### config.mk
export PLATFORM = sky130hd
export DESIGN_NAME = zpu_exec_top
export DESIGN_NICKNAME = d
export VERILOG_FILES = /design/src/hdl/zpu_exec_pkg.sv /design/src/hdl/exec_ctrl.sv /design/src/hdl/stack_alu.sv /design/src/hdl/stack_regs.sv /design/src/hdl/mul_pipe.sv /design/src/hdl/stack_wr_fwd.sv /design/src/hdl/zpu_exec_top.sv
export SDC_FILE = /design/constraint.sdc
export NUM_CORES = 2
export LEC_CHECK = 0
export ABC_AREA = 1
export BUFFER_PORTS_ARGS = -buffer_cell sky130_fd_sc_hd__buf_2
export CORE_MARGIN = 2
export CORE_UTILIZATION = 69
export DETAILED_ROUTE_END_ITERATION = 8
export HOLD_SLACK_MARGIN = 0.12
export PLACE_DENSITY = 0.89
export SLEW_MARGIN = 0
export SYNTH_ARGS = -nofsm -noshare
export SYNTH_HDL_FRONTEND = slang
export SYNTH_SLANG_ARGS = --single-unit
### constraint.sdc
create_clock -name clk -period 25.7 [get_ports clk]
set_input_delay 5.14 -clock clk [delete_from_list [all_inputs] [get_ports clk]]
set_output_delay 5.14 -clock clk [all_outputs]
set_load 0.1 [all_outputs]
### src/hdl/zpu_exec_pkg.sv
package zpu_exec_pkg;

    localparam int WORD_W  = 32;
    localparam int DMEM_AW = 26;

    typedef logic [WORD_W-1:0]  word_t;
    typedef logic [DMEM_AW-1:0] dmem_addr_t;

    // decoder operation codes
    typedef enum logic [4:0] {
        op_nop,
        op_mov,
        op_im0,
        op_imn,
        op_add,
        op_addsp,
        op_sub,
        op_and,
        op_or,
        op_not,
        op_flip,
        op_eq,
        op_lessthan,
        op_ulessthan,
        op_mul,
        op_load,
        op_store,
        op_store2,
        op_loadsp,
        op_storesp
    } exec_op_e;

    typedef struct packed {
        exec_op_e   op;
        logic [6:0] imm;
        dmem_addr_t dest_addr;
        word_t      operand;
        dmem_addr_t operand_addr;
    } exec_in_t;

    typedef struct packed {
        word_t tos;
        word_t nos;
    } stack_pair_t;

    typedef struct packed {
        logic       en;
        logic [3:0] wmask;
        dmem_addr_t addr;
        word_t      data;
    } mem_req_t;

    typedef enum logic [2:0] {
        tos_keep,
        tos_alu,
        tos_nos,
        tos_operand,
        tos_mul,
        tos_load
    } tos_sel_e;

    typedef enum logic [1:0] {
        nos_keep,
        nos_tos,
        nos_operand
    } nos_sel_e;

    typedef enum logic [2:0] {
        mem_none,
        mem_wr_result,
        mem_wr_tos,
        mem_wr_store,
        mem_rd_load
    } mem_cmd_e;

endpackage

### src/hdl/exec_ctrl.sv
`timescale 1ns/1ps

module exec_ctrl #(
    parameter int MUL_STAGES = 2
) (
    input  logic                   clk,
    input  logic                   rst,
    input  zpu_exec_pkg::exec_op_e op_i,
    output logic                   stall_o,
    output zpu_exec_pkg::tos_sel_e tos_sel_o,
    output zpu_exec_pkg::nos_sel_e nos_sel_o,
    output zpu_exec_pkg::mem_cmd_e mem_cmd_o,
    output logic                   mul_start_o
);

    localparam int CNT_W = $clog2(MUL_STAGES + 1);

    typedef enum logic [1:0] {
        st_exec,
        st_mul_wait,
        st_load_wait,
        st_load_done
    } state_e;

    state_e           state_q;
    state_e           state_d;
    logic [CNT_W-1:0] cnt_q;
    logic [CNT_W-1:0] cnt_d;
    logic             mul_last;

    // product is in the last stage
    assign mul_last = (cnt_q == CNT_W'(MUL_STAGES));

    always_comb begin
        unique case (state_q)
            st_exec:      stall_o = (op_i == zpu_exec_pkg::op_mul) ||
                                    (op_i == zpu_exec_pkg::op_load);
            st_mul_wait:  stall_o = !mul_last;
            st_load_wait: stall_o = 1'b1;
            default:      stall_o = 1'b0;
        endcase
    end

    //////////////////////////////////////////////////
    // per-operation stack update and memory command
    //////////////////////////////////////////////////

    always_comb begin
        tos_sel_o   = zpu_exec_pkg::tos_keep;
        nos_sel_o   = zpu_exec_pkg::nos_keep;
        mem_cmd_o   = zpu_exec_pkg::mem_none;
        mul_start_o = 1'b0;
        state_d     = state_q;
        cnt_d       = cnt_q;
        unique case (state_q)
            st_exec: begin
                unique case (op_i)
                    zpu_exec_pkg::op_mov: begin
                        tos_sel_o = zpu_exec_pkg::tos_nos;
                        nos_sel_o = zpu_exec_pkg::nos_operand;
                    end
                    // push a new word
                    zpu_exec_pkg::op_im0, zpu_exec_pkg::op_loadsp: begin
                        tos_sel_o = zpu_exec_pkg::tos_alu;
                        nos_sel_o = zpu_exec_pkg::nos_tos;
                        mem_cmd_o = zpu_exec_pkg::mem_wr_result;
                    end
                    zpu_exec_pkg::op_imn, zpu_exec_pkg::op_not,
                    zpu_exec_pkg::op_flip, zpu_exec_pkg::op_addsp: begin
                        tos_sel_o = zpu_exec_pkg::tos_alu;
                        mem_cmd_o = zpu_exec_pkg::mem_wr_result;
                    end
                    // two operands in, one out
                    zpu_exec_pkg::op_add, zpu_exec_pkg::op_sub,
                    zpu_exec_pkg::op_and, zpu_exec_pkg::op_or,
                    zpu_exec_pkg::op_eq, zpu_exec_pkg::op_lessthan,
                    zpu_exec_pkg::op_ulessthan: begin
                        tos_sel_o = zpu_exec_pkg::tos_alu;
                        nos_sel_o = zpu_exec_pkg::nos_operand;
                        mem_cmd_o = zpu_exec_pkg::mem_wr_result;
                    end
                    zpu_exec_pkg::op_storesp: begin
                        tos_sel_o = zpu_exec_pkg::tos_nos;
                        nos_sel_o = zpu_exec_pkg::nos_operand;
                        mem_cmd_o = zpu_exec_pkg::mem_wr_tos;
                    end
                    zpu_exec_pkg::op_store: begin
                        tos_sel_o = zpu_exec_pkg::tos_operand;
                        mem_cmd_o = zpu_exec_pkg::mem_wr_store;
                    end
                    zpu_exec_pkg::op_store2: begin
                        nos_sel_o = zpu_exec_pkg::nos_operand;
                    end
                    zpu_exec_pkg::op_mul: begin
                        nos_sel_o   = zpu_exec_pkg::nos_operand;
                        mul_start_o = 1'b1;
                        cnt_d       = CNT_W'(1);
                        state_d     = st_mul_wait;
                    end
                    zpu_exec_pkg::op_load: begin
                        mem_cmd_o = zpu_exec_pkg::mem_rd_load;
                        state_d   = st_load_wait;
                    end
                    default: ;
                endcase
            end
            st_mul_wait: begin
                if (mul_last) begin
                    tos_sel_o = zpu_exec_pkg::tos_mul;
                    mem_cmd_o = zpu_exec_pkg::mem_wr_result;
                    state_d   = st_exec;
                end else begin
                    cnt_d = cnt_q + CNT_W'(1);
                end
            end
            // read data arrives while in load_done
            st_load_wait: state_d = st_load_done;
            default: begin
                tos_sel_o = zpu_exec_pkg::tos_load;
                mem_cmd_o = zpu_exec_pkg::mem_wr_result;
                state_d   = st_exec;
            end
        endcase
    end

    always_ff @(posedge clk) begin
        if (rst) begin
            state_q <= st_exec;
            cnt_q   <= '0;
        end else begin
            state_q <= state_d;
            cnt_q   <= cnt_d;
        end
    end

endmodule

### src/hdl/stack_alu.sv
`timescale 1ns/1ps

module stack_alu (
    input  zpu_exec_pkg::exec_op_e    op_i,
    input  logic [6:0]                imm_i,
    input  zpu_exec_pkg::stack_pair_t stack_i,
    input  zpu_exec_pkg::word_t       operand_i,
    output zpu_exec_pkg::word_t       result_o
);

    localparam int W = zpu_exec_pkg::WORD_W;

    logic signed [W-1:0] tos_s;
    logic signed [W-1:0] nos_s;
    zpu_exec_pkg::word_t flipped;
    logic                eq;
    logic                lt;
    logic                ult;

    assign tos_s = stack_i.tos;
    assign nos_s = stack_i.nos;
    assign eq    = (stack_i.tos == stack_i.nos);
    assign lt    = (tos_s < nos_s);
    assign ult   = (stack_i.tos < stack_i.nos);

    // bit reverse of tos
    always_comb begin
        for (int i = 0; i < W; i++) begin
            flipped[i] = stack_i.tos[W-1-i];
        end
    end

    always_comb begin
        unique case (op_i)
            zpu_exec_pkg::op_add:       result_o = stack_i.tos + stack_i.nos;
            zpu_exec_pkg::op_addsp:     result_o = stack_i.tos + operand_i;
            zpu_exec_pkg::op_sub:       result_o = stack_i.nos - stack_i.tos;
            zpu_exec_pkg::op_and:       result_o = stack_i.tos & stack_i.nos;
            zpu_exec_pkg::op_or:        result_o = stack_i.tos | stack_i.nos;
            zpu_exec_pkg::op_not:       result_o = ~stack_i.tos;
            zpu_exec_pkg::op_flip:      result_o = flipped;
            zpu_exec_pkg::op_eq:        result_o = {{(W-1){1'b0}}, eq};
            zpu_exec_pkg::op_lessthan:  result_o = {{(W-1){1'b0}}, lt};
            zpu_exec_pkg::op_ulessthan: result_o = {{(W-1){1'b0}}, ult};
            // immediates build the word 7 bits at a time
            zpu_exec_pkg::op_im0:       result_o = {{(W-7){imm_i[6]}}, imm_i};
            zpu_exec_pkg::op_imn:       result_o = {stack_i.tos[W-8:0], imm_i};
            zpu_exec_pkg::op_loadsp:    result_o = operand_i;
            default:                    result_o = '0;
        endcase
    end

endmodule

### src/hdl/stack_regs.sv
`timescale 1ns/1ps

module stack_regs (
    input  logic                      clk,
    input  logic                      rst,
    input  zpu_exec_pkg::tos_sel_e    tos_sel_i,
    input  zpu_exec_pkg::nos_sel_e    nos_sel_i,
    input  zpu_exec_pkg::word_t       alu_i,
    input  zpu_exec_pkg::word_t       operand_i,
    input  zpu_exec_pkg::word_t       mul_i,
    input  zpu_exec_pkg::word_t       load_i,
    output zpu_exec_pkg::stack_pair_t stack_o,
    output zpu_exec_pkg::word_t       next_tos_o
);

    zpu_exec_pkg::stack_pair_t stack_q;
    zpu_exec_pkg::stack_pair_t stack_d;

    // next top of stack
    always_comb begin
        unique case (tos_sel_i)
            zpu_exec_pkg::tos_alu:     stack_d.tos = alu_i;
            zpu_exec_pkg::tos_nos:     stack_d.tos = stack_q.nos;
            zpu_exec_pkg::tos_operand: stack_d.tos = operand_i;
            zpu_exec_pkg::tos_mul:     stack_d.tos = mul_i;
            zpu_exec_pkg::tos_load:    stack_d.tos = load_i;
            default:                   stack_d.tos = stack_q.tos;
        endcase
    end

    // next second word
    always_comb begin
        unique case (nos_sel_i)
            zpu_exec_pkg::nos_tos:     stack_d.nos = stack_q.tos;
            zpu_exec_pkg::nos_operand: stack_d.nos = operand_i;
            default:                   stack_d.nos = stack_q.nos;
        endcase
    end

    always_ff @(posedge clk) begin
        if (rst) begin
            stack_q <= '0;
        end else begin
            stack_q <= stack_d;
        end
    end

    assign stack_o    = stack_q;
    assign next_tos_o = stack_d.tos;

endmodule

### src/hdl/mul_pipe.sv
`timescale 1ns/1ps

module mul_pipe #(
    parameter int MUL_STAGES = 2
) (
    input  logic                clk,
    input  logic                rst,
    input  logic                start_i,
    input  zpu_exec_pkg::word_t a_i,
    input  zpu_exec_pkg::word_t b_i,
    output zpu_exec_pkg::word_t product_o
);

    zpu_exec_pkg::word_t stage_q [MUL_STAGES];

    // first stage takes the product on start and the rest shift behind it
    always_ff @(posedge clk) begin
        if (rst) begin
            for (int i = 0; i < MUL_STAGES; i++) begin
                stage_q[i] <= '0;
            end
        end else begin
            if (start_i) begin
                stage_q[0] <= $signed(a_i) * $signed(b_i);
            end
            for (int i = 1; i < MUL_STAGES; i++) begin
                stage_q[i] <= stage_q[i-1];
            end
        end
    end

    assign product_o = stage_q[MUL_STAGES-1];

endmodule

### src/hdl/stack_wr_fwd.sv
`timescale 1ns/1ps

module stack_wr_fwd #(
    parameter int FWD_DEPTH = 2
) (
    input  logic                      clk,
    input  logic                      rst,
    input  zpu_exec_pkg::mem_cmd_e    cmd_i,
    input  zpu_exec_pkg::stack_pair_t stack_i,
    input  zpu_exec_pkg::word_t       next_tos_i,
    input  zpu_exec_pkg::dmem_addr_t  dest_addr_i,
    input  zpu_exec_pkg::word_t       operand_i,
    input  zpu_exec_pkg::dmem_addr_t  operand_addr_i,
    output zpu_exec_pkg::mem_req_t    dmem_req_o,
    output zpu_exec_pkg::word_t       operand_o
);

    localparam int AW = zpu_exec_pkg::DMEM_AW;

    zpu_exec_pkg::mem_req_t   req_d;
    zpu_exec_pkg::mem_req_t   req_q;
    zpu_exec_pkg::dmem_addr_t tos_addr;
    logic                     is_write;
    logic                     fwd_vld  [FWD_DEPTH];
    logic [AW-3:0]            fwd_addr [FWD_DEPTH];
    zpu_exec_pkg::word_t      fwd_data [FWD_DEPTH];

    // word aligned address held in tos
    assign tos_addr = {stack_i.tos[AW-1:2], 2'b00};
    assign is_write = (req_d.wmask != 4'h0);

    always_comb begin
        req_d.en    = 1'b1;
        req_d.wmask = 4'hf;
        req_d.addr  = dest_addr_i;
        req_d.data  = next_tos_i;
        unique case (cmd_i)
            zpu_exec_pkg::mem_wr_result: ;
            zpu_exec_pkg::mem_wr_tos:    req_d.data = stack_i.tos;
            zpu_exec_pkg::mem_wr_store: begin
                req_d.addr = tos_addr;
                req_d.data = stack_i.nos;
            end
            zpu_exec_pkg::mem_rd_load: begin
                req_d.wmask = 4'h0;
                req_d.addr  = tos_addr;
            end
            default: begin
                req_d.en    = 1'b0;
                req_d.wmask = 4'h0;
            end
        endcase
    end

    //////////////////////////////////////////////////
    // request register and write history
    //////////////////////////////////////////////////

    always_ff @(posedge clk) begin
        if (rst) begin
            req_q.en    <= 1'b0;
            req_q.wmask <= 4'h0;
            for (int i = 0; i < FWD_DEPTH; i++) begin
                fwd_vld[i] <= 1'b0;
            end
        end else begin
            req_q <= req_d;
            if (is_write) begin
                fwd_vld[0]  <= 1'b1;
                fwd_addr[0] <= req_d.addr[AW-1:2];
                fwd_data[0] <= req_d.data;
                for (int i = 1; i < FWD_DEPTH; i++) begin
                    fwd_vld[i]  <= fwd_vld[i-1];
                    fwd_addr[i] <= fwd_addr[i-1];
                    fwd_data[i] <= fwd_data[i-1];
                end
            end
        end
    end

    // oldest first so the newest match wins
    always_comb begin
        operand_o = operand_i;
        for (int i = FWD_DEPTH - 1; i >= 0; i--) begin
            if (fwd_vld[i] && (fwd_addr[i] == operand_addr_i[AW-1:2])) begin
                operand_o = fwd_data[i];
            end
        end
    end

    assign dmem_req_o = req_q;

endmodule

### src/hdl/zpu_exec_top.sv
`timescale 1ns/1ps

module zpu_exec_top #(
    parameter int MUL_STAGES = 2,
    parameter int FWD_DEPTH  = 2
) (
    input  logic                      clk,
    input  logic                      rst,
    input  zpu_exec_pkg::exec_in_t    inst_i,
    output logic                      stall_o,
    output zpu_exec_pkg::mem_req_t    dmem_req_o,
    input  zpu_exec_pkg::word_t       dmem_rdata_i,
    output zpu_exec_pkg::stack_pair_t stack_o
);

    zpu_exec_pkg::tos_sel_e    tos_sel;
    zpu_exec_pkg::nos_sel_e    nos_sel;
    zpu_exec_pkg::mem_cmd_e    mem_cmd;
    logic                      mul_start;
    zpu_exec_pkg::stack_pair_t stack;
    zpu_exec_pkg::word_t       next_tos;
    zpu_exec_pkg::word_t       alu_result;
    zpu_exec_pkg::word_t       mul_product;
    zpu_exec_pkg::word_t       fwd_operand;

    assign stack_o = stack;

    exec_ctrl #(
        .MUL_STAGES(MUL_STAGES)
    ) u_ctrl (
        .clk        (clk),
        .rst        (rst),
        .op_i       (inst_i.op),
        .stall_o    (stall_o),
        .tos_sel_o  (tos_sel),
        .nos_sel_o  (nos_sel),
        .mem_cmd_o  (mem_cmd),
        .mul_start_o(mul_start)
    );

    stack_alu u_alu (
        .op_i     (inst_i.op),
        .imm_i    (inst_i.imm),
        .stack_i  (stack),
        .operand_i(fwd_operand),
        .result_o (alu_result)
    );

    stack_regs u_regs (
        .clk       (clk),
        .rst       (rst),
        .tos_sel_i (tos_sel),
        .nos_sel_i (nos_sel),
        .alu_i     (alu_result),
        .operand_i (fwd_operand),
        .mul_i     (mul_product),
        .load_i    (dmem_rdata_i),
        .stack_o   (stack),
        .next_tos_o(next_tos)
    );

    mul_pipe #(
        .MUL_STAGES(MUL_STAGES)
    ) u_mul (
        .clk      (clk),
        .rst      (rst),
        .start_i  (mul_start),
        .a_i      (stack.tos),
        .b_i      (stack.nos),
        .product_o(mul_product)
    );

    stack_wr_fwd #(
        .FWD_DEPTH(FWD_DEPTH)
    ) u_wr_fwd (
        .clk           (clk),
        .rst           (rst),
        .cmd_i         (mem_cmd),
        .stack_i       (stack),
        .next_tos_i    (next_tos),
        .dest_addr_i   (inst_i.dest_addr),
        .operand_i     (inst_i.operand),
        .operand_addr_i(inst_i.operand_addr),
        .dmem_req_o    (dmem_req_o),
        .operand_o     (fwd_operand)
    );

endmodule

## After elaboration in Yosys (flattened, before gate mapping)

Memories as Yosys holds them, arrays and structs flattened.
Index checks and enable logic that the tools add are counted.
W data, S select, Z words.

| storage, ports and cells | value |
|---|---|
| memories | 4 |
| output and inout bits | 128 |
| RAM bits | 178 |
| input port bits | 130 |
| logic and storage cells | 123 |
| register bits | 131 |

Memory list:

| name | words | bits a word | read ports | clocked after memory_dff | write ports | RTL line | text |
|---|---|---|---|---|---|---|---|
| u_mul.stage_q | 2 | 32 | 2 | 0 | 2 | mul_pipe.sv:14 | `zpu_exec_pkg::word_t stage_q [MUL_STAGES];` |
| u_wr_fwd.fwd_data | 2 | 32 | 2 | 0 | 2 | stack_wr_fwd.sv:26 | `zpu_exec_pkg::word_t fwd_data [FWD_DEPTH];` |
| u_wr_fwd.fwd_addr | 2 | 24 | 2 | 0 | 2 | stack_wr_fwd.sv:25 | `logic [AW-3:0] fwd_addr [FWD_DEPTH];` |
| u_wr_fwd.fwd_vld | 2 | 1 | 2 | 0 | 2 | stack_wr_fwd.sv:24 | `logic fwd_vld [FWD_DEPTH];` |

| operators by class | value |
|---|---|
| reduce and logical (&&, ||, !) cells | 17 |
| magnitude comparators | 2 |
| multiply operators | 1 |
| bitwise operators | 7 |
| equal/unequal tests | 40 |
| muxes and demuxes | 39 |
| add/sub/neg operators | 4 |

Operators by type and width:

| operator | number |
|---|---|
| $pmux W32 S13 | 1 |
| $pmux W32 S5 | 1 |
| $mux W32 | 4 |
| $pmux W32 S2 | 2 |
| $add A32 B32 Y32 | 2 |
| $lt A32 B32 Y1 | 2 |
| $eq A24 B24 Y1 | 2 |
| $eq A5 B4 Y1 const B | 8 |
| $and A32 B32 Y32 | 1 |
| $eq A32 B32 Y1 | 1 |
| $mul A32 B32 Y32 | 1 |
| $not A32 Y32 | 1 |
| $or A32 B32 Y32 | 1 |
| $sub A32 B32 Y32 | 1 |
| $mux W26 | 1 |
| $eq A5 B3 Y1 const B | 4 |
| $eq A5 B5 Y1 const B | 4 |
| $pmux W3 S3 | 2 |
| $mux W1 | 15 |
| $reduce_or A13 Y1 | 1 |
| $eq A3 B2 Y1 const B | 4 |
| $pmux W2 S2 | 3 |
| $pmux W2 S3 | 2 |
| $pmux W3 S4 | 1 |
| other kinds (27) | 45 |

## Depth between registers and ports, before layout

| depth | value |
|---|---|
| depth after elaboration | 12 |
| depth in mapped cells | 33 |
| gate-level depth less buffers | 33 |

## Modules after synthesis

A second synthesis with hierarchy kept.

| second synthesis, totals | value |
|---|---|
| cells, all modules | 5922 |
| area, all modules | 41907.7 µm² |

By module, submodules not included:

| module | seq. area each (µm²) | cells each | area an instance (µm²) | times used |
|---|---|---|---|---|
| mul_pipe | 1921.8 | 2592 | 19927.9 | 1 |
| stack_alu | 0.0 | 1659 | 8535.7 | 1 |
| stack_wr_fwd | 5205.0 | 807 | 8202.9 | 1 |
| stack_regs | 1281.2 | 759 | 4667.0 | 1 |
| exec_ctrl | 80.1 | 105 | 574.3 | 1 |

## Worst setup path after synthesis

OpenSTA, ideal clock, no wires.

| path | value |
|---|---|
| path type | input to register |
| from | in inst_i[95] in the netlist's numbering |
| to | mem u_wr_fwd.fwd_vld[0][0], data pin |
| data arrival time | 11.625 ns |
| buffers on the path | 1 |
| data required time | 24.402 ns |
| stages | 9 |
| setup time | 1.298 ns |
| setup slack | 12.777 ns |
| cell sequence | buf_2 -> nor3_1 -> nand2_1 -> nand2_1 -> nand3b_4 -> o21ai_2 -> nand2_1 -> nand2_1 -> a21oi_1 |

RTL lines:

| what | RTL line | text |
|---|---|---|
| start: declaration | zpu_exec_top.sv:9 | `input zpu_exec_pkg::exec_in_t inst_i,` |
| end: declaration | stack_wr_fwd.sv:24 |  |

## Worst setup path after layout

| path | value |
|---|---|
| from | in inst_i[94] in the netlist's numbering |
| to | out stall_o |

| on the way | value |
|---|---|
| word-level cells in the longest chain between the ends | 3 |
| elaborated cells on any way between the ends | 4 |
| classes of those cells | eq/ne (2); mux (1); reduce/logical (1) |

Ends and longest elaborated chain:

| what | RTL line | text |
|---|---|---|
| $eq A5 B4 Y1 (on tied branches) | exec_ctrl.sv:36, exec_ctrl.sv:37 |  |
| $logic_or A1 B1 Y1 (*) | exec_ctrl.sv:36 | `st_exec: stall_o = (op_i == zpu_exec_pkg::op_mul) \|\|` |
| $pmux W1 S3 (*) | exec_ctrl.sv:35 | `unique case (state_q)` |
| end: declaration | zpu_exec_top.sv:10 | `output logic stall_o,` |

Every way passes the cells marked *; elsewhere a longest branch is shown, timed or not.

==> results.py <==
metrics = {
    "routing": {
        "vias_per_cell": 6.33,
        "wirelength_um": 158000,
        "highest_layer": "met5",
        "drt_iter0_drc": 6100,
        "antenna_left": 0,
        "vias": 39200,
        "wl_met2_um": 64000,
        "wl_met3_um": 25400,
        "drc": 11,
        "first_pass_iters": 9,
        "wire_per_inst_um": 25.5,
        "wl_met1_um": 52600,
    },
    "placement": {
        "dp_hpwl_um": 118000,
        "numPortBuffers": 255,
        "gp_congestion": 1.10,
        "dp_slack_ns": 13.93,
    },
    "global_routing": {
        "grt_usage_pct": 53.5,
        "grt_pass1_wl_um": 233000,
        "grt_pass1_vias": 39100,
        "grt_max_degree": 71,
        "antenna_found_initial": 10,
        "grt_overflow": 0,
    },
    "timing": {
        "hold_violations": 0,
        "finalSetupViolCount": 0,
        "tns_ns": 0,
        "relSlewSlack_pct": 20.7,
        "fin_ws_ns": 13.87,
        "drv_slew": 0,
        "fin_crit_ns": 11.83,
        "fmax_mhz": 84.6,
        "grt_setup_unrepaired": "no",
        "worst_pin_slew_ns": 1.16,
        "fin_skew_ns": 0.0294,
        "fin_crit_sh_pct": 46.0,
    },
    "clocking": {
        "cts_resized": 0,
        "clk_latency_ns": 0.57,
        "clk_pin_slew_ns": 0.06,
        "post_cts_buffers": 0,
        "clockRootBuffer": "clkbuf_16",
        "numCtsBuffers": 36,
        "cts_tree": "built",
        "hold_buffers": 0,
        "cts_sinks": 306,
        "clockBufferDepth": 3,
        "cts-htree-levels": 2,
    },
    "setup_path": {
        "critPathKind": "primary input to primary output",
        "cp_max_fo": 4,
        "r2r_cells": 28,
        "worst-endpoint-arrival_ns": 6.69,
        "crit_required_ns": 20.56,
        "critPathLaunchType": "primary input",
        "endpoint_kind": "primary output",
    },
    "synth": {
        "yosys_warnings": 0,
        "synth_top_area_share_pct": 21.0,
        "avgSynthCellArea_sq_um": 7.49,
        "async_reset_ff_share_pct": 0,
        "synth.distinct_cells": 56,
        "synth_edf_count": 236,
        "syn-cell-area_sq_um": 39200,
        "syn-instance-count": 5225,
        "synth_top_area_cell": "fa_1",
        "synth_area_leaders": "fa_1 (21%), edfxtp_1 (18%), nand2_1 (12%), inv_1 (11%), ha_1 (10%)",
        "synth.yosys.seq_area_share_pct": 21.7,
        "ys_ff_latch": 306,
        "ys.flop_type": "edfxtp_1",
    },
    "floorplan": {
        "pin_count": 258,
        "start_util_pct": 69.6,
        "die_w_um": 242,
        "rows": 87,
        "core-area_sq_um": 56300,
        "fp.dieArea_sq_um": 58700,
        "die_h_um": 242,
    },
    "run_status": {
        "violations": "design-rule violations",
        "status": "finished, violations left",
    },
    "min_path": {
        "hold_path.class": "flop to flop",
        "whs_path_depth": 0,
    },
    "finish": {
        "drive_above_1_share_pct": 8.58,
        "area_growth_pct": 8.31,
        "fin_nets": 6260,
    },
    "power": {
        "ir_worst_vdd_mv": 0.115,
        "static-leakage-power_nw": 23.0,
        "cellPowerDensity_nw_per_um2": 82.4,
    },
    "flow_run": {
        "maxCapViolations": 0,
    },
}
-- final timing paths --
path | from | end | slack (ns)
setup reg to reg | u_regs.stack_o[35] | u_mul.stage_q[0][29] | 17.68
hold reg to reg | u_wr_fwd.fwd_data[0][19] | u_wr_fwd.fwd_data[0][51] | 0.44
setup / recovery | inst_i[94] | stall_o | 13.87
hold / removal | u_wr_fwd.fwd_data[0][19] | u_wr_fwd.fwd_data[0][51] | 0.44
-- flip-flops by register name, summed over array words and instances (netlist names) --
name and cells:
u_wr_fwd.fwd_vld 2, u_wr_fwd.fwd_addr 48, u_ctrl.state_q 2, u_mul.stage_q 64, u_wr_fwd.fwd_data 64, u_wr_fwd.dmem_req_o 60, u_ctrl.cnt_q 2, u_regs.stack_o 64
-- cell families after synthesis --
| family | share of synthesized area, % |
|---|---|
| XOR/XNOR | 2.19 |
| AND/OR/NAND/NOR | 21.0 |
| adder cells (fa/ha/maj) | 31.1 |
| other | 0.00958 |
| buffers and inverters | 13.9 |
| AO/OA/AOI/OAI | 10.1 |
| flip-flops | 21.7 |
-- area by class of cell --
class                           count  area (sq um)
Antenna cell                        4          10.0
Clock buffer                       46          1000
Clock inverter                     17           199
Fill cell                        3999         13900
Inverter                         1214          4560
Multi-Input combinational cell   3517         25400
Sequential cell                   306          8490
Tap cell                          756           946
Timing Repair Buffer              329          1830
-- synth_stat cells, drive strengths merged, types with 9 or more instances --
library cell / number
xor2: 51
inv: 1203
o21ai: 163
clkbuf: 151
ha: 316
dfxtp: 70
nand4: 64
clkinv: 11
nor2: 323
buf: 68
o22ai: 101
xnor2: 47
o21bai: 21
a21o: 9
o21a: 15
nor4: 11
a21oi: 254
nor3: 45
nand3: 200
a221oi: 11
nand3b: 16
fa: 410
nand2: 1277
edfxtp: 236
a2111oi: 21
a31oi: 32
or2: 37
a22o: 18
-- per-stage QoR --
step	power, mW	hold WS (ns)	instance area [sq um]	utilization, %	cells
final	3.49	0.443	42400	75.4	6189
after global routing	3.60	0.453	42400	75.3	6186
after CTS	3.36	0.441	42400	75.3	6185
after detailed placement	2.81	0.428	41200	73.2	6122
after global placement	2.76	0.419	41200	73.2	6122
after floorplan	2.15	0.418	39300	-	5256
-- power by group --
group	switching, mW	internal (mW)
registers	0.0935	0.665
logic	1.66	0.529
clock network	0.228	0.316
-- cell usage in the layout (no fill, tap or decap), drive strengths merged, types with 32 or more instances in the layout --
master	instances
ha	316
conb	32
nor3	45
nor2	323
buf	329
a31oi	32
edfxtp	236
nand4	64
xor2	51
o21ai	163
fa	410
a21oi	254
or2	37
nand2	1277
o22ai	101
clkbuf	46
inv	1204
xnor2	47
nand3	200
dfxtp	70
-- per-layer routing --
metal  track usage (%)  up-vias
li1                  -    16500
met1              65.1    18000
met3              19.9     1036
met4              41.3       20
met2              77.3     3587
met5                 0        -
-- worst max-delay path, stage by stage --
cell and delay (ns):
buf_2 0.13, inv_2 0.06, nor3_1 0.31, nand2_1 0.17, inv_1 0.14, o21ai_0 0.09, a21oi_1 0.14, buf_2 0.48
(Power assumes the default switching activity.)
